`src/rtl/cam_cfg.svh`:
```
`ifndef CAM_CFG_SVH
`define CAM_CFG_SVH

// ------------------------------
// pixel path
// ------------------------------
`define CAM_LINE_LEN      480     // max pixels per line, sizes the line memories
`define CAM_LUMA_W        7       // r+g+b of rgb565 fits in 7 bits

// ------------------------------
// binarized thumbnail
// ------------------------------
`define CAM_THUMB_DIM     28      // rows and columns
`define CAM_THUMB_STEP    16      // keep every 16th byte and line
`define CAM_THUMB_THRESH  128     // byte below this -> bit set

// wishbone read port
`define CAM_WB_AW         5       // enough for 28 rows
`define CAM_WB_DW         32      // one row per word, zero extended

`endif
```
`src/rtl/cam_pkg.sv`:
```
`include "cam_cfg.svh"

package cam_pkg;

    // byte view, in sensor order
    typedef struct packed {
        logic [7:0] hi;                        // first byte of the pair
        logic [7:0] lo;                        // second byte
    } pix_bytes_t;

    // rgb565 view of the same word
    typedef struct packed {
        logic [4:0] r;
        logic [5:0] g;
        logic [4:0] b;
    } pix_rgb_t;

    typedef union packed {
        pix_bytes_t bytes;                     // filled by the assembler
        pix_rgb_t   rgb;                       // read for luma and overlay
    } pixel_u;

    typedef logic [`CAM_LUMA_W-1:0]    luma_t;      // r + g + b, max 125
    typedef logic [`CAM_LUMA_W-1:0]    edge_t;      // saturated sobel magnitude
    typedef logic [`CAM_THUMB_DIM-1:0] thumb_row_t; // one thumbnail row

endpackage

```
`src/rtl/pixel_assembler.sv`:
```
module pixel_assembler (
    input  logic            cmos_pclk,
    input  logic            rst_n,
    input  logic            cam_href_i,
    input  logic [7:0]      cam_data_i,
    output logic            pix_valid_o,
    output cam_pkg::pixel_u pix_o,
    output cam_pkg::luma_t  luma_o,
    output logic            line_end_o
);
    import cam_pkg::*;

    logic   phase_q;                            // 1 = next byte is the low byte
    logic   href_d;                             // for the falling edge
    logic   [7:0] hi_q;                         // held high byte
    pixel_u pix_nxt;
    luma_t  luma_nxt;

    // pair fills through the byte view
    always_comb begin
        pix_nxt.bytes.hi = hi_q;
        pix_nxt.bytes.lo = cam_data_i;
    end

    // and is read back as rgb565
    assign luma_nxt = luma_t'(pix_nxt.rgb.r) + luma_t'(pix_nxt.rgb.g) + luma_t'(pix_nxt.rgb.b);

    always_ff @(posedge cmos_pclk or negedge rst_n) begin
        if (!rst_n) begin
            phase_q     <= 1'b0;
            href_d      <= 1'b0;
            pix_valid_o <= 1'b0;
            line_end_o  <= 1'b0;
        end else begin
            href_d      <= cam_href_i;
            pix_valid_o <= cam_href_i & phase_q;     // low byte sampled now
            line_end_o  <= href_d & ~cam_href_i;     // one pulse per line
            phase_q     <= cam_href_i & ~phase_q;    // restarts while href low
        end
    end

    // payload, no reset
    always_ff @(posedge cmos_pclk) begin
        if (cam_href_i && !phase_q) hi_q <= cam_data_i;
        if (cam_href_i && phase_q) begin
            pix_o  <= pix_nxt;
            luma_o <= luma_nxt;
        end
    end

endmodule

```
`config.mk`:
```
export PLATFORM = sky130hd
export DESIGN_NAME = pixel_assembler
export DESIGN_NICKNAME = d
export VERILOG_FILES = /design/src/rtl/cam_pkg.sv /design/src/rtl/pixel_assembler.sv
export VERILOG_INCLUDE_DIRS = /design/src /design/src/rtl
export SDC_FILE = /design/constraint.sdc
export NUM_CORES = 1
export LEC_CHECK = 0
export BUFFER_PORTS_ARGS = -buffer_cell sky130_fd_sc_hd__buf_2
export CAP_MARGIN = 40
export CORE_ASPECT_RATIO = 1.25
export CORE_MARGIN = 3
export CORE_UTILIZATION = 50
export CTS_BUF_LIST = sky130_fd_sc_hd__clkbuf_8
export CTS_CLUSTER_DIAMETER = 100
export CTS_CLUSTER_SIZE = 25
export DETAILED_ROUTE_END_ITERATION = 6
export GPL_ROUTABILITY_DRIVEN = 1
export PLACE_DENSITY = 0.83
export SLEW_MARGIN = 10
export SYNTH_ARGS = -nofsm -noshare
export SYNTH_HDL_FRONTEND = slang
export SYNTH_SLANG_ARGS = --single-unit
```
`constraint.sdc`:
```
create_clock -name cmos_pclk -period 2.4 [get_ports cmos_pclk]
set_clock_uncertainty 0.05 [all_clocks]
set_input_delay 0.24 -clock cmos_pclk [delete_from_list [all_inputs] [get_ports cmos_pclk]]
set_output_delay 0.24 -clock cmos_pclk [all_outputs]
set_load 0.01 [all_outputs]
```
==> out/qor.csv <==
metric,value,unit
RSZ-0062 raised after global routing,no,
Synth top area share,0.6992,
post-synthesis mux area share,0,
max-cap viol count,0,
aggregate global routing overflow,0,
critical path's largest stage delay,0.46,ns
Initial Util,0.5374,
max frequency,438.7,MHz
switch share,0.2398,
global placer's final weighted congestion,0.7482,
# DRC,0,
Power Density,783.1,nW/um^2
Final Hold Viols,0,
die area,3321,um^2
"Critical Path, Cell by Cell",fa_1 > ha_1 > fa_1 > a21o_1 > a21oi_2 > xnor2_1,
Post-Route Setup TNS,0,ns
CTS Buffer Depth,2,
TritonCTS clock tree,done,
All-Layer GR Usage,0.1654,
largest family of logic cells by synthesized area,adder cells,
type of origin of the critical path,register,
Total Wirelength,2291,um
PortBufs,35,
syn avg cell area,20.48,um^2
hpwl dp,1708,um
critical path's slowest cell,fa_1,
site row count,20,
outcome,"finished, final reports clean",
initial antenna violation count,0,
Post-Syn Nets,87,
Die Height,63.69,um
Sequential Power Share,0.558,
Max Slew Vio Count,0,
htree depth,2,
Worst VDD drop,0.5896,mV
vias in the first global route,751,
Compound-Gate Fraction of Synth Area,0.03477,
Simple-Gate Fraction of Synth Area,0.01974,
"Primary FF master, synth",edfxtp_1,
"top cells by count, synth","edfxtp_1 (31), fa_1 (6), ha_1 (5), inv_1 (5), dfrtp_1 (4)",
initial drt markers,10,
data arrival time of the critical path,2.26,ns
crit share post-route,0.9497,
worst slack at placement,0.1259,ns
Diodes inserted,0,
Sinks on Clock Net,35,
Clk network pwr share,0.310,
drt pass-1 iters,2,
critical path's top delay family,adder cells,
Core Box Area,2477,um^2
Worst-Margin Slew,0.8622,ns
CP most frequent cell,fa_1,
die width,52.15,um
post-CTS sizing,0,
top post-synthesis cells by area,"edfxtp_1 (70%), fa_1 (9.0%), dfrtp_1 (7.5%)",
Setup-failing EPs final,0,
Final Net Count,131,
Mapped Area,1331,um^2
Critical path buffers and inverters,0,
CP max FO,2,
"Distinct cells, synth",16,
Tmin final,2.279,ns
PnR Total Power,1.292,mW
Worst-path clk slew,0.07,ns
wire per inst,16.02,um
layout cell share with drive strength beyond 1,0.4091,
Leakage,0.6841,nW
cell taking the most area after synthesis,edfxtp_1,
HP Class,in -> reg,
"FF+latch count, synth",35,
Comb pwr share,0.133,
vias per cell,4.811,
largest net degree at the start of global routing,22,
Worst slew margin,0.4240,
via count,688,
synthesized netlist cell count,65,
root buf cell,clkbuf_8,
Synth Area in Adders,0.1372,
Pint,982.5,uW
Psw,309.8,uW
xor-xnor portion of the synthesized cell area,0.01974,
first-pass GRT wire length,3643,um
PnR worst setup slack,0.1208,ns
TritonCTS Buffers,5,
"Async S/R FF share, synth",0.1143,
worst skew pair latency,0.28,ns
critical path class,reg -> reg,
post-synthesis sequential area ratio,0.7744,
Ports,36,
CP required,2.38,ns
Final ANT Viol Nets,0,
hold slack final,0.04905,ns
Layout Area Growth over Synthesis,23.97,%
crit path capture type,register,
synth warn,0,
"count leader, synth",edfxtp_1,
Post-synth EDFFs,31,
-- final timing paths --
path                                   start                   end  slack (ns)  cells after the start
setup reg to reg           hi_q[4]$_DFFE_PP_   luma_o[5]$_DFFE_PP_        0.12                      6
max in group asynchronous              rst_n  line_end_o$_DFF_PN0_        1.95                      2
min in group asynchronous              rst_n      href_d$_DFF_PN0_        0.24                      2
setup / recovery           hi_q[4]$_DFFE_PP_   luma_o[5]$_DFFE_PP_        0.12                      6
hold reg to reg            hi_q[2]$_DFFE_PP_   pix_o[10]$_DFFE_PP_        0.42                      0
hold / removal                    cam_href_i      href_d$_DFF_PN0_        0.05                      1
-- stage by stage --
stage               utilization  instance area (um^2)  std cells
floorplan                     -                  1331         65
global placement         0.6278                  1555        134
detailed placement       0.6278                  1555        134
CTS                      0.6662                  1650        143
global route             0.6662                  1650        143
finish                   0.6662                  1650        143
-- worst reg2reg max path, stage by stage (launching register included) --
cell and delay [ns]:
edfxtp_1 0.41, fa_1 0.46, ha_1 0.25, fa_1 0.42
a21o_1 0.21, a21oi_2 0.14, xnor2_1 0.09
-- placed cells by master, fill, tap and decap left out, types with 2 or more instances in the layout --
cell type,instances
nor2_1,2
clkbuf_8,5
inv_1,6
nor2b_1,2
edfxtp_1,31
fa_1,6
dfrtp_1,4
ha_1,5
buf_2,35
xnor2_1,2
-- cell families after synthesis --
logic type / count (synthesis)
fa+ha+maj: 11
compound gates: 6
flops: 35
simple gates: 5
xor+xnor: 3
buf+inv: 5
-- area by class of cell --
cell class	count	area (um^2)
flip-flops and latches	35	1031
multi-input cells	25	281.5
inverters	5	18.77
clock inverters	3	16.27
repair buffers	37	192.7
fillers	176	827.0
clock buffers	5	68.82
well taps	33	41.29
-- metal layers --
metal / vias to the layer above / routed length [um] / GRT usage
li1: 322 / - / -
met1: 336 / 835 / 0.1766
met2: 26 / 1256 / 0.2673
met3: 4 / 154 / 0.07801
met4: 0 / 44 / 0.08307
met5: - / 0 / 0
-- flip-flops by register name, indices dropped and copies added (netlist names) --
| signal | flops |
|---|---|
| line_end_o | 1 |
| pix_valid_o | 1 |
| phase_q | 1 |
| luma_o | 7 |
| href_d | 1 |
| hi_q | 8 |
| pix_o | 16 |
-- power by group through the flow --
| stage | combinational, mW | clock, mW | sequential, mW |
|---|---|---|---|
| 2_1_floorplan | 0.0925 | 0 | 0.745 |
| 3_3_place_gp | 0.158 | 0 | 0.733 |
| 3_5_place_dp | 0.172 | 0 | 0.734 |
| 4_1_cts | 0.174 | 0.414 | 0.721 |
| 5_1_grt | 0.189 | 0.436 | 0.723 |
| 6_report | 0.171 | 0.400 | 0.721 |
-- repair_timing --
item / in CTS / in global routing
setup buffers: 0 / 0
hold buffers: 1 / 0
hold endpoints to repair: 4 / 0
No activity file was read; power rests on OpenSTA's default activity.
