File: config.mk
export PLATFORM = sky130hd
export DESIGN_NAME = edge_filter3x3
export DESIGN_NICKNAME = d
export VERILOG_FILES = /design/src/rtl/cam_pkg.sv /design/src/rtl/edge_filter3x3.sv
export VERILOG_INCLUDE_DIRS = /design/src /design/src/rtl
export SDC_FILE = /design/constraint.sdc
export NUM_CORES = 1
export LEC_CHECK = 0
export ABC_AREA = 1
export BUFFER_PORTS_ARGS = -buffer_cell sky130_fd_sc_hd__buf_2
export CAP_MARGIN = 20
export CORE_AREA = 2 2 130 132
export CTS_CLUSTER_DIAMETER = 120
export CTS_CLUSTER_SIZE = 16
export DETAILED_ROUTE_END_ITERATION = 16
export DIE_AREA = 0 0 132 134
export PLACE_DENSITY = 0.58
export SETUP_SLACK_MARGIN = 0.4
export SLEW_MARGIN = 25
export SYNTH_ARGS = -nofsm -noshare
export SYNTH_HDL_FRONTEND = slang
export SYNTH_SLANG_ARGS = --single-unit
File: constraint.sdc
create_clock -name cmos_pclk -period 5 [get_ports cmos_pclk]
set_input_delay 0.25 -clock cmos_pclk [delete_from_list [all_inputs] [get_ports cmos_pclk]]
set_output_delay 0.25 -clock cmos_pclk [all_outputs]
set_load 0.1 [all_outputs]
File: src/rtl/cam_cfg.svh
`ifndef CAM_CFG_SVH
`define CAM_CFG_SVH

// ------------------------------
// pixel path
// ------------------------------
`define CAM_LINE_LEN      480     // max pixels per line, sizes the line memories
`define CAM_LUMA_W        7       // r+g+b of rgb565 fits in 7 bits

// ------------------------------
// binarized thumbnail
// ------------------------------
`define CAM_THUMB_DIM     28      // rows and columns
`define CAM_THUMB_STEP    16      // keep every 16th byte and line
`define CAM_THUMB_THRESH  128     // byte below this -> bit set

// wishbone read port
`define CAM_WB_AW         5       // enough for 28 rows
`define CAM_WB_DW         32      // one row per word, zero extended

`endif
File: src/rtl/cam_pkg.sv
`include "cam_cfg.svh"

package cam_pkg;

    // byte view, in sensor order
    typedef struct packed {
        logic [7:0] hi;                        // first byte of the pair
        logic [7:0] lo;                        // second byte
    } pix_bytes_t;

    // rgb565 view of the same word
    typedef struct packed {
        logic [4:0] r;
        logic [5:0] g;
        logic [4:0] b;
    } pix_rgb_t;

    typedef union packed {
        pix_bytes_t bytes;                     // filled by the assembler
        pix_rgb_t   rgb;                       // read for luma and overlay
    } pixel_u;

    typedef logic [`CAM_LUMA_W-1:0]    luma_t;      // r + g + b, max 125
    typedef logic [`CAM_LUMA_W-1:0]    edge_t;      // saturated sobel magnitude
    typedef logic [`CAM_THUMB_DIM-1:0] thumb_row_t; // one thumbnail row

endpackage

File: src/rtl/edge_filter3x3.sv
`include "cam_cfg.svh"

module edge_filter3x3 (
    input  logic           cmos_pclk,
    input  logic           rst_n,
    input  logic           tap_valid_i,
    input  logic           tap_eol_i,
    input  cam_pkg::luma_t tap0_i,
    input  cam_pkg::luma_t tap1_i,
    input  cam_pkg::luma_t tap2_i,
    output logic           edge_valid_o,
    output cam_pkg::edge_t edge_o
);
    import cam_pkg::*;

    localparam int SUM_W    = `CAM_LUMA_W + 2;          // a + 2b + c
    localparam int EDGE_MAX = (1 << `CAM_LUMA_W) - 1;

    // c0 oldest, c1 middle; c2 is the live tap column
    luma_t c0_t;
    luma_t c0_m;
    luma_t c0_b;
    luma_t c1_t;
    luma_t c1_m;
    luma_t c1_b;
    logic  s1_valid;
    logic  [SUM_W-1:0] gx_abs;
    logic  [SUM_W-1:0] gy_abs;
    logic  [SUM_W:0]   mag_sum;
    logic  [SUM_W:0]   mag_shr;

    function automatic logic [SUM_W-1:0] wsum(input luma_t a, input luma_t b, input luma_t c);
        return SUM_W'(a) + (SUM_W'(b) << 1) + SUM_W'(c);
    endfunction

    function automatic logic [SUM_W-1:0] absdiff(input logic [SUM_W-1:0] x,
                                                 input logic [SUM_W-1:0] y);
        return (x > y) ? x - y : y - x;
    endfunction

    // ------------------------------
    // window and stage one
    // ------------------------------
    always_ff @(posedge cmos_pclk or negedge rst_n) begin
        if (!rst_n) begin
            {c0_t, c0_m, c0_b, c1_t, c1_m, c1_b} <= '0;
            s1_valid     <= 1'b0;
            edge_valid_o <= 1'b0;
        end else begin
            s1_valid     <= tap_valid_i;
            edge_valid_o <= s1_valid;
            if (tap_eol_i) begin
                {c0_t, c0_m, c0_b, c1_t, c1_m, c1_b} <= '0;   // zero columns at line start
            end else if (tap_valid_i) begin
                {c0_t, c0_m, c0_b} <= {c1_t, c1_m, c1_b};
                {c1_t, c1_m, c1_b} <= {tap2_i, tap1_i, tap0_i};
            end
        end
    end

    always_ff @(posedge cmos_pclk) begin
        if (tap_valid_i) begin
            gx_abs <= absdiff(wsum(tap2_i, tap1_i, tap0_i), wsum(c0_t, c0_m, c0_b));  // right - left
            gy_abs <= absdiff(wsum(c0_t, c1_t, tap2_i), wsum(c0_b, c1_b, tap0_i));    // top - bottom
        end
        if (s1_valid) edge_o <= (mag_shr > EDGE_MAX) ? edge_t'(EDGE_MAX) : edge_t'(mag_shr);
    end

    // stage two, sum, /4 and clip
    assign mag_sum = {1'b0, gx_abs} + {1'b0, gy_abs};
    assign mag_shr = mag_sum >> 2;

endmodule

==> metrics.csv <==
stage,metric,value,unit
pwr,PwrDens,492,nW/um^2
timing,final setup vio count,0,
floorplan,CORE AREA,16300,sq um
synth,synthesized flop and latch total,69,
finish,Multi-input gate area,3920,sq um
run,maxcap violations,0,
floorplan,DIE WIDTH,132,microns
timing,final slew viol count,0,
synth,"Seq/Total Area, Yosys",28.4,%
clock_network,post-CTS sizing,0,
pwr,Peak VDD IR,0.000375,V
timing,TNS Setup,0,ns
setup_path,critical path startpoint,c0_t[1],
clock_network,clock sink count,69,
setup_path,critical path data required time,5.08,ns
hold_path,min-delay src,tap1_i[6],
clock_network,"CTS clk-pin slew, worst paths",0.06,ns
route,drt via density,4.72,
timing,final setup skew,0.00817,ns
setup_path,reg2reg start,c0_t[1],
setup_path,CP Class,register to register,
setup_path,Setup crit end kind,register,
hold_path,HP Class,input pin to register,
route,Vias,5145,
global_route,first-pass GRT wire length,24300,microns
floorplan,Starting Density,40.0,%
place,PortBufs,32,
clock_network,Root Driver,clkbuf_16,
setup_path,crit-path max FO,10,
setup_path,Setup crit start kind,register,
floorplan,Die Area,17700,sq um
finish,nets@finish,996,
global_route,number of global-route vias before repair,4991,
global_route,initial antenna violation count,0,
place,RePlAce Congestion,0.886,
timing,Fin. Hold Viols,0,
synth,Synthesized Nets,967,
floorplan,# IOs,33,
route,WL final,14200,microns
route,# DRC,0,
synth,Cell variety after synth,34,
status,status,completed,
timing,fmax,269,MHz
clock_network,CTS tree,done,
synth,Syn Area/Cell,7.79,sq um
synth,synthesized instance count,836,
route,DRT Pass-1 Iters,4,
floorplan,num rows,47,
finish,Filler Cells Inserted,1664,
finish,P&R area growth vs syn,10.2,%
timing,RSZ-0062 raised after global routing,false,
floorplan,height of the chip,134,microns
clock_network,H-tree levels,3,
pwr,P_leak,3.89,nW
clock_network,Skew-Pair Late Insertion Delay,0.34,ns
clock_network,Max Root-Sink Buffers,2,
global_route,pin count of the biggest net entering global routing,45,
route,drt first-iter violations,193,
synth,Synth Cell Area,6510,sq um
timing,final period demand of the worst path,3.71,ns
place,dpl hpwl,11600,microns
finish,share of post-route cells with drive strength above 1,7.47,%
setup_path,"Arr. time, crit path",3.80,ns
route,drt wl/cell,13.1,microns
route,Antenna Nets Post-Route,0,
global_route,overflow left after global routing,0,
timing,Max-slew headroom,34.7,%
global_route,global-route usage over all layers,17.1,%
finish,Inserted Diodes,0,
synth,yosys warns,0,
timing,post-route clock period utilization,74.2,%
finish,post-route cell area,7180,sq um
place,Placed Instance Area,6880,sq um
timing,Slew @ Worst Pin,0.977,ns
clock_network,clock buffer count from CTS,9,
finish,sequential cell area,1850,sq um
==> critical path: stages (launching register included) <==
cell and delay, ns:
dfrtp_1 0.36, inv_1 0.13, fa_1 0.44, inv_1 0.07, ha_1 0.22, inv_1 0.08
fa_1 0.40, inv_1 0.09, nand4_1 0.09, nand3_1 0.09, xor2_1 0.24, inv_1 0.07
ha_1 0.39, nand2_1 0.12, inv_1 0.04, a21oi_1 0.18, nand3_2 0.20, nand2_4 0.16
o21ai_0 0.08
==> kinds of logic after synthesis <==
family	after synthesis	share of synthesized area [%]
AOI/OAI and AO/OA	102	8.97
xor gates and xnor gates	39	5.24
adders and majority gates	106	24.0
buffers and inverters	193	11.4
DFF	69	28.4
and+or+nand+nor	327	22.0
==> cell type report <==
class | count | share of cell area (%)
timing repair buffer | 34 | 2.51
tap | 220 | 3.83
sequential | 69 | 25.8
multi-input combinational | 574 | 54.6
clock inverter | 5 | 0.453
inverter | 177 | 9.25
clock buffer | 11 | 3.54
==> layout by cell type, fill, tap and decap left out, types with 3 or more instances in the layout <==
master and count:
clkbuf_16 10, a21oi_1 39, ha_1 74, nand4_1 12
a31o_2 3, fa_1 32, o21ai_0 24, xnor2_1 10
nand3_1 69, nand2_2 4, o211ai_1 5, o22ai_1 24
xor2_1 29, nand2_1 212, inv_1 176, edfxtp_1 25
dfrtp_1 44, nor2_1 19, buf_2 31
==> state kept, by name (all words and copies together), names as in the netlist <==
register	flops
edge_valid_o	1
c1_b	7
c0_m	7
c1_t	7
c1_m	7
c0_b	7
edge_o	7
gy_abs	9
c0_t	7
s1_valid	1
gx_abs	9
==> per-layer routing <==
metal  wire [microns]  up-vias  GRT usage, %  share of wire, %
met5                0        -             0                 0
met4              304        0          4.89               2.1
met3              393       21          2.99               2.8
met2             6640       77          28.8                47
met1             6900     2330          22.6                48
li1                 -     2717             -                 -
==> repair_timing <==
| action | in CTS | in global routing |
|---|---|---|
| hold buffers | 1 | 0 |
| buffers inserted | 0 | 0 |
| endpoints found under the hold margin | 44 | 0 |
==> power breakdown <==
group / internal [mW] / switching [mW] / total (mW)
Sequential: 0.782 / 0.0549 / 0.837
Combinational: 0.694 / 1.39 / 2.08
Clock: 0.365 / 0.244 / 0.609
==> synthesized netlist by cell type <==
cell	count	area share (%)
nand2_4	2	0.35
nand2_2	4	0.38
o211ai_1	5	0.58
nand4_4	1	0.33
ha_1	74	14
buf_4	2	0.23
a21o_1	2	0.23
nand3_2	2	0.31
dfrtp_1	44	17
fa_1	32	9.8
clkinv_1	1	0.058
nand2_1	212	12
a31o_2	3	0.40
inv_1	176	10
nand3_1	69	5.3
clkbuf_2	2	0.15
nand4_1	12	1.2
o21ai_0	24	1.8
o22ai_1	24	2.3
nor2_1	19	1.1
o31ai_1	1	0.12
or2_2	1	0.096
edfxtp_1	25	12
nor3_4	1	0.25
xor2_1	29	3.9
nand3b_1	2	0.23
xnor2_1	10	1.3
clkbuf_1	7	0.40
nor3_1	1	0.077
o21ai_2	2	0.27
a21oi_1	39	3.0
nand3b_2	1	0.17
buf_2	5	0.38
o21bai_1	2	0.23
==> worst paths after layout <==
| check | slack, ns | end | cells past startpoint |
|---|---|---|---|
| min in group asynchronous | 0.46 | c1_b[5] | 2 |
| setup reg to reg | 1.29 | gy_abs[2] | 18 |
| hold / removal | 0.19 | c1_m[6] | 3 |
| setup / recovery | 1.29 | gy_abs[2] | 18 |
| hold reg to reg | 0.52 | c1_m[0] | 2 |
| max in group asynchronous | 4.12 | edge_valid_o | 2 |
==> stage by stage <==
step	hold slack, ns	utilization [%]	setup slack, ns	cells	total power, mW
after floorplan	-0.0456	-	1.70	836	2.52
after global placement	0.499	42.2	1.31	1073	2.93
after detailed placement	0.307	42.3	1.29	1073	2.94
after CTS	0.173	44.1	1.28	1090	3.56
after global routing	0.188	44.1	0.980	1090	3.90
final	0.186	44.1	1.29	1090	3.53
No activity file was read; power rests on OpenSTA's default activity.
