<file path="src/rtl/cam_cfg.svh">
`ifndef CAM_CFG_SVH
`define CAM_CFG_SVH

// ------------------------------
// pixel path
// ------------------------------
`define CAM_LINE_LEN      480     // max pixels per line, sizes the line memories
`define CAM_LUMA_W        7       // r+g+b of rgb565 fits in 7 bits

// ------------------------------
// binarized thumbnail
// ------------------------------
`define CAM_THUMB_DIM     28      // rows and columns
`define CAM_THUMB_STEP    16      // keep every 16th byte and line
`define CAM_THUMB_THRESH  128     // byte below this -> bit set

// wishbone read port
`define CAM_WB_AW         5       // enough for 28 rows
`define CAM_WB_DW         32      // one row per word, zero extended

`endif
</file>
<file path="src/rtl/cam_pkg.sv">
`include "cam_cfg.svh"

package cam_pkg;

    // byte view, in sensor order
    typedef struct packed {
        logic [7:0] hi;                        // first byte of the pair
        logic [7:0] lo;                        // second byte
    } pix_bytes_t;

    // rgb565 view of the same word
    typedef struct packed {
        logic [4:0] r;
        logic [5:0] g;
        logic [4:0] b;
    } pix_rgb_t;

    typedef union packed {
        pix_bytes_t bytes;                     // filled by the assembler
        pix_rgb_t   rgb;                       // read for luma and overlay
    } pixel_u;

    typedef logic [`CAM_LUMA_W-1:0]    luma_t;      // r + g + b, max 125
    typedef logic [`CAM_LUMA_W-1:0]    edge_t;      // saturated sobel magnitude
    typedef logic [`CAM_THUMB_DIM-1:0] thumb_row_t; // one thumbnail row

endpackage

</file>
<file path="src/rtl/bin_thumbnail.sv">
`include "cam_cfg.svh"

module bin_thumbnail (
    input  logic                  cmos_pclk,
    input  logic                  rst_n,
    input  logic                  cam_vsync_i,
    input  logic                  cam_href_i,
    input  logic [7:0]            cam_data_i,
    input  logic                  wb_cyc_i,
    input  logic                  wb_stb_i,
    input  logic                  wb_we_i,
    input  logic [`CAM_WB_AW-1:0] wb_adr_i,
    output logic [`CAM_WB_DW-1:0] wb_dat_o,
    output logic                  wb_ack_o
);
    import cam_pkg::*;

    localparam int THUMB_BITS = `CAM_THUMB_DIM * `CAM_THUMB_DIM;   // 784 samples
    localparam int SPAN       = `CAM_THUMB_DIM * `CAM_THUMB_STEP;  // 448
    localparam int CNT_W      = $clog2(SPAN) + 1;
    localparam int STEP_LOG   = $clog2(`CAM_THUMB_STEP);

    logic       href_d;
    logic       [CNT_W-1:0] x_q;                // byte in line
    logic       [CNT_W-1:0] y_q;                // line in frame
    logic       smp_en;
    logic       smp_bit;
    logic       wb_req;
    logic       [THUMB_BITS-1:0] bin_shr;       // newest sample enters at the top
    thumb_row_t [`CAM_THUMB_DIM-1:0] bin_img;   // latched image, row r at [r]

    assign smp_en = cam_href_i
                 && x_q[STEP_LOG-1:0] == '0 && y_q[STEP_LOG-1:0] == '0    // 16x16 grid
                 && x_q < CNT_W'(SPAN) && y_q < CNT_W'(SPAN);
    assign smp_bit = (cam_data_i < 8'(`CAM_THUMB_THRESH));                // dark -> 1
    assign wb_req  = wb_cyc_i & wb_stb_i & ~wb_ack_o;

    // ------------------------------
    // counters and bus handshake
    // ------------------------------
    always_ff @(posedge cmos_pclk or negedge rst_n) begin
        if (!rst_n) begin
            href_d   <= 1'b0;
            x_q      <= '0;
            y_q      <= '0;
            wb_ack_o <= 1'b0;
        end else begin
            href_d   <= cam_href_i;
            wb_ack_o <= wb_req;                       // one cycle per request
            if (!cam_href_i) x_q <= '0;
            else if (x_q != '1) x_q <= x_q + 1'b1;    // stops, no wrap onto the grid
            if (!cam_vsync_i) y_q <= '0;
            else if (href_d && !cam_href_i && y_q != '1) y_q <= y_q + 1'b1;
        end
    end

    // ------------------------------
    // sample, latch, read
    // ------------------------------
    always_ff @(posedge cmos_pclk) begin
        if (smp_en) bin_shr <= {smp_bit, bin_shr[THUMB_BITS-1:1]};
        if (!cam_vsync_i) bin_img <= bin_shr;         // blanking copy
        if (wb_req) begin
            if (!wb_we_i && wb_adr_i < `CAM_WB_AW'(`CAM_THUMB_DIM))
                wb_dat_o <= `CAM_WB_DW'(bin_img[wb_adr_i]);
            else
                wb_dat_o <= '0;                       // writes and rows past 27
        end
    end

endmodule

</file>
<file path="config.mk">
export PLATFORM = sky130hd
export DESIGN_NAME = bin_thumbnail
export DESIGN_NICKNAME = d
export VERILOG_FILES = /design/src/rtl/cam_pkg.sv /design/src/rtl/bin_thumbnail.sv
export VERILOG_INCLUDE_DIRS = /design/src /design/src/rtl
export SDC_FILE = /design/constraint.sdc
export NUM_CORES = 1
export LEC_CHECK = 0
export BUFFER_PORTS_ARGS = -buffer_cell sky130_fd_sc_hd__buf_2
export CORE_MARGIN = 4
export CORE_UTILIZATION = 50
export DETAILED_ROUTE_END_ITERATION = 8
export GPL_TIMING_DRIVEN = 0
export PLACE_DENSITY = 0.68
export SLEW_MARGIN = 20
export SYNTH_ARGS = -nofsm -noshare
export SYNTH_HDL_FRONTEND = slang
export SYNTH_SLANG_ARGS = --single-unit
</file>
<file path="constraint.sdc">
create_clock -name cmos_pclk -period 57.9 [get_ports cmos_pclk]
set_input_delay 11.58 -clock cmos_pclk [delete_from_list [all_inputs] [get_ports cmos_pclk]]
set_output_delay 11.58 -clock cmos_pclk [all_outputs]
set_load 0.01 [all_outputs]
</file>
==> results of run 1 <==
-- stage by stage --
| step | worst slack, ps | utilization, % | hold slack [ps] | area [sq um] |
|---|---|---|---|---|
| after global placement | 3050 | 52.5 | 418 | 57400 |
| after global routing | 43240 | 58.3 | 441 | 63700 |
| final | 43420 | 58.3 | 432 | 63700 |
| after CTS | 43470 | 58.3 | 435 | 63700 |
| after floorplan | 14620 | - | 400 | 55300 |
| after detailed placement | 42650 | 53.6 | 410 | 58600 |
-- report_power, final --
group          leakage, nW  internal, W  switching (W)  total [W]
Clock                 2.44     0.000576       0.000422   0.000998
Sequential            12.1      0.00131     0.00000625    0.00132
Combinational         3.15    0.0000369      0.0000694   0.000106
Total                 17.7      0.00192       0.000498    0.00242
-- area by class of cell --
type                            count  area [sq um]
Inverter                            9          33.8
Clock inverter                     91           953
Buffer                             80           489
Sequential cell                  1618         48500
Multi-Input combinational cell    553          6340
Tap cell                         1476          1850
Antenna cell                        1          2.50
Timing Repair Buffer              109          1440
Clock buffer                      193          4110
Fill cell                        7593         45600
-- cells by family (layout without fill, tap and decap cells) --
family	after synthesis	after routing	synth area share [%]
AO/OA/AOI/OAI	222	222	2.76
XOR/XNOR	5	5	0.0792
other	1	5	0.00678
AND/OR/NAND/NOR	63	63	0.681
flip-flops	1618	1618	87.7
multiplexers	255	255	7.78
buffers and inverters	89	482	0.939
adder cells (fa/ha/maj)	4	4	0.0905
-- state kept, by name, summed over array words and instances, names as in the netlist --
| name | count |
|---|---|
| bin_img | 784 |
| bin_shr | 784 |
| wb_dat_o | 28 |
| x_q | 10 |
| y_q | 10 |
| href_d | 1 |
| wb_ack_o | 1 |
-- placed cells by master (no fill, tap or decap), types with 7 or more instances in the layout --
master / count
buf_2: 67
buf_6: 20
bufinv_16: 15
o221ai_1: 28
dfrtp_1: 22
a22oi_1: 28
mux2i_1: 115
clkinv_1: 28
buf_8: 44
inv_1: 9
buf_4: 15
edfxtp_1: 1596
buf_16: 14
a211oi_1: 30
clkinv_2: 22
o22ai_1: 28
a21oi_1: 64
clkinvlp_4: 11
nand3_1: 7
clkbuf_1: 55
mux4_2: 140
a22o_1: 28
nor2_1: 12
clkbuf_16: 159
-- per-layer routing --
layer,routed length (microns),vias to the layer above
li1,-,10000
met1,41900,12000
met2,48500,705
met3,6160,153
met4,1720,0
met5,0,-
-- cell usage after synthesis, types with 5 or more instances --
master	number	area [sq um]
a211oi_1	30	225
a21oi_1	64	320
a22o_1	28	245
a22oi_1	28	210
buf_2	30	150
buf_4	15	113
buf_6	12	135
clkbuf_1	22	82.6
dfrtp_1	22	551
edfxtp_1	1596	47900
inv_1	9	33.8
mux2i_1	115	1150
mux4_2	140	3150
nand2_1	6	22.5
nand3_1	7	35.0
nor2_1	13	48.8
o21ai_0	6	30.0
o221ai_1	28	245
o22ai_1	28	175
or3_1	5	31.3
-- critical path, stage by stage --
cell      delay (ps)
buf_2            150
nand4b_1          90
or3_1            360
nor3_4           730
buf_8            250
buf_8            190
buf_8            190
buf_8            190
buf_8            190
buf_8            190
buf_16           170
buf_8            180
buf_8            190
buf_8            190
-- path summary, 6_finish.rpt --
check,slack [ps],start,end,cells after the start
max in group asynchronous,46750,rst_n,y_q[0],1
min in group asynchronous,10810,rst_n,x_q[6],1
worst min-delay path,430,bin_shr[0],bin_img[0],0
worst min register to register,430,bin_shr[0],bin_img[0],0
worst max-delay path,43420,cam_href_i,bin_shr[610],14
worst max register to register,53760,x_q[0],bin_shr[610],15
==> impl_metrics.csv, run 1 <==
group,metric,value,unit
setup_path,cp_max_fo,17,
floorplanning,die_area,116000,sq um
cts,clock_latency,730,ps
global_routing,grt.met3_usage,3.34,%
routing,drc_errors,0,
setup_path,crit_type,"primary input to flop",
layout,fin_nets,2550,
cts,cts_setup_buffers,0,
routing,drt-total-wl,98300,microns
placement,dp.cells,3845,
synth,synth_ff_type,"edfxtp_1",
floorplanning,pin_count,53,
global_routing,use_met1,24.7,%
min_path,hold_path_class,"flop to flop",
placement,place.gp.congestion,0.754,
routing,via_count,22900,
global_routing,grt_antenna_before_repair,6,
synth,yosysSeqAreaShare,87.7,%
global_routing,grt_pass1_vias,24000,
layout,area_growth,15.2,%
run_status,status,"finished clean",
cts,cts_tree,"yes",
sta,period_minus_slack,14480,ps
synth,yosysWarnings,0,
synth,synth_area,55300,sq um
sta,fin_tns_setup,0,ps
floorplanning,coreArea,109000,sq um
sta,max_slew_margin,25.0,%
cts,clk_pin_slew,60,ps
sta,max_freq,69.0,MHz
setup_path,critPathRequiredTime,58330,ps
global_routing,grtUsageTotal,17.2,%
sta,final-setup-viol-count,0,
placement,portBuffers,37,
cts,hold_buffers,0,
power,peakVddDrop,0.0338,mV
routing,drtAntennaViolNets,0,
routing,wl_per_cell,23.8,microns
synth,ys_ff_latch,1618,
job,max-cap-violations,0,
floorplanning,rows,121,
placement,hpwl,64300,microns
setup_path,arrival,14910,ps
floorplanning,fp.dieH,341,microns
global_routing,use_met2,27.8,%
synth,synth-edff-count,1596,
sta,finalMaxSlewViolations,0,
power,p_leak,17.7,nW
floorplanning,start_util,50.6,%
synth,ys_types,46,
cts,cts_resized,0,
floorplanning,dieWidth,341,microns
cts,cts_made_buffers,155,
power,finalPower,0.00242,W
global_routing,grt_max_degree,61,
setup_path,cp-end-kind,"flop",
sta,rsz0062_at_grt,"no",
cts,clockBufferDepth,3,
cts,root_buffer,"clkbuf_16",
sta,hold_viol_final,0,
global_routing,grt_pass1_wl,151000,microns
power,powerDensity,38.0,nW/um^2
sta,tightest_slew,1120,ps
global_routing,grt_overflow_total,0,
global_routing,grt.busiest_layer,"met2",
routing,drtPass1Iterations,5,
sta,timing.clock.skew,16.5,ps
synth,ys_async_sr_fraction,1.36,%
setup_path,start_kind,"primary input",
layout,final_cells,4130,
routing,drtIter0Drc,2347,
cts,htreeDepth,4,
synth,synthCells,2257,
synth,avgSynthCellArea,24.5,sq um
layout,drive_gt1_share,20.3,%
routing,viasPerCell,5.54,
sta,finalCritPeriodShare,25.0,%
cts,clock-sinks,1618,
No activity file was read; power rests on OpenSTA's default activity.
==> run 2, diff against run 1 <==
Settings changed: PLACE_DENSITY 0.68 to 0.65.
Clock period 57.9 ns to 14 ns, I/O delays scaled along.
==> impl_metrics.csv, run 2 (synthesis results as in run 1) <==
group,metric,value,unit
setup_path,cp-end-kind,"flop",
cts,clock_latency,750,ps
run_status,status,"finished clean",
cts,cts_setup_buffers,0,
cts,cts_resized,0,
sta,rsz0062_at_grt,"no",
layout,fin_nets,2543,
sta,period_minus_slack,5620,ps
cts,cts_tree,"yes",
power,p_seq_share,54.5,%
placement,hpwl,64500,microns
global_routing,grt_antenna_before_repair,16,
cts,clockBufferDepth,3,
floorplanning,rows,121,
routing,drc_errors,0,
placement,portBuffers,37,
cts,root_buffer,"clkbuf_16",
layout,multi_input_area,6340,sq um
power,powerDensity,157,nW/um^2
global_routing,grt_overflow_total,0,
setup_path,worstRegToRegCells,17,
sta,timing.clock.skew,26.3,ps
cts,htreeDepth,4,
cts,clock-sinks,1618,
setup_path,regToRegSetupSlack,9930,ps
sta,max_freq,178,MHz
power,switching_share,20.7,%
layout,layout_commonest_cell,"edfxtp_1",
min_path,min_to,"bin_img[0]",
routing,drtIter0Drc,2127,
floorplanning,coreArea,109000,sq um
sta,hold_viol_final,0,
job,max-cap-violations,0,
routing,drt-total-wl,99000,microns
layout,area_growth,14.9,%
power,switchingPower,0.00207,W
floorplanning,dieWidth,341,microns
cts,hold_buffers,0,
placement,place.gp.congestion,0.755,
routing,viasPerCell,5.53,
cts,clk_pin_slew,60,ps
routing,via_count,22800,
sta,tightest_slew,1040,ps
power,p_int,0.00792,W
setup_path,rr_endpoint,"bin_shr[579]",
global_routing,grt_pass1_wl,152000,microns
routing,drtPass1Iterations,5,
floorplanning,pin_count,53,
floorplanning,die_area,116000,sq um
sta,final-setup-viol-count,0,
power,p_leak,17.6,nW
min_path,hold_path_class,"flop to flop",
setup_path,critPathRequiredTime,14440,ps
global_routing,grtUsageTotal,17.5,%
sta,finalCritPeriodShare,40.2,%
power,p_comb_share,4.4,%
setup_path,regToRegStartpoint,"x_q[0]",
sta,finalMaxSlewViolations,0,
layout,final_cell_mix,"1596 x edfxtp_1, 157 x clkbuf_16, 140 x mux4_2",
sta,max_slew_margin,30.4,%
layout,ff_latch_area,48500,sq um
min_path,hold_start,"bin_shr[0]",
setup_path,crit_type,"primary input to flop",
setup_path,cp_max_fo,19,
floorplanning,fp.dieH,341,microns
min_path,min_path_cells,0,
placement,dpl_cell_area,58500,sq um
setup_path,arrival,6070,ps
layout,post-route-util,58.2,%
global_routing,grt_pass1_vias,24000,
setup_path,start_kind,"primary input",
global_routing,grt_max_degree,101,
sta,setup_ws,8380,ps
power,clkPwrFrac,41.1,%
layout,drive_gt1_share,20.0,%
layout,fin_area,63600,sq um
sta,holdWs,421,ps
power,peakVddDrop,0.109,mV
placement,dp_slack,7590,ps
routing,drtAntennaViolNets,0,
layout,nFillCells,7701,
floorplanning,start_util,50.6,%
layout,reg.largest.list,"bin_img: 784 flops, bin_shr: 784 flops, wb_dat_o: 28 flops",
routing,wl_per_cell,24.0,microns
cts,cts_made_buffers,155,
==> run 2: changes by cell type in the layout (fill, tap and decap cells not counted), sizes merged <==
cell,previous run,this run
clkbuf,216,209
buf,166,159
inv,20,18
diode,1,5
clkinvlp,11,13
clkinv,54,61
==> run 2: power groups by stage <==
| stage | combinational (W) | clock (W) | sequential [W] |
|---|---|---|---|
| after global routing | 0.000470 | 0.00441 | 0.00545 |
| after CTS | 0.000444 | 0.00418 | 0.00545 |
| after floorplan | 0.000239 | 0 | 0.00573 |
| after detailed placement | 0.000444 | 0 | 0.00555 |
| final | 0.000437 | 0.00410 | 0.00545 |
| after global placement | 0.000358 | 0 | 0.00580 |
==> run 2: metrics by stage <==
step                cells   TNS, ps  total power [W]
floorplan            2260  -6417120          0.00597
global route         4122         0           0.0103
CTS                  4122         0           0.0101
finish               4127         0          0.00999
detailed placement   3838         0          0.00600
global placement     3773         -          0.00616
==> run 2: worst max path at each step <==
stage	cells after the start	start	slack [ps]	to
final	16	cam_href_i	8380	bin_shr[579]
after global routing	16	cam_href_i	8200	bin_shr[661]
after CTS	16	cam_href_i	8410	bin_shr[661]
after detailed placement	16	cam_href_i	7590	bin_shr[579]
after global placement	4	cam_href_i	-15490	bin_shr[581]
after floorplan	3	cam_href_i	-8190	bin_shr[0]
==> run 2: routing by layer <==
metal	global-route usage (%)	wire, microns	share of wire (%)	vias up
met4	4.91	2070	2.1	2
met3	4.09	7050	7.1	174
met2	27.9	48700	49	675
met5	0	13	0.013	-
li1	-	-	-	10000
met1	24.5	41200	42	12000
==> run 2: worst max-delay path, cell delays in order <==
cell      delay [ps]
buf_2            150
nand4b_1         110
or3_4            350
nor3_4           320
buf_8            220
buf_16           170
buf_8            190
buf_8            190
buf_8            190
buf_8            180
buf_8            200
buf_8            190
buf_8            190
buf_16           170
buf_8            190
buf_8            200
==> run 2: final cells by class <==
cell class                      instances  share of cell area (%)
Timing Repair Buffer                  102                    2.12
Multi-Input combinational cell        553                    9.98
Antenna cell                            5                  0.0197
Buffer                                 80                   0.779
Tap cell                             1476                    2.91
Clock inverter                         98                    1.54
Sequential cell                      1618                    76.3
Clock buffer                          186                    6.35
Inverter                                9                  0.0531
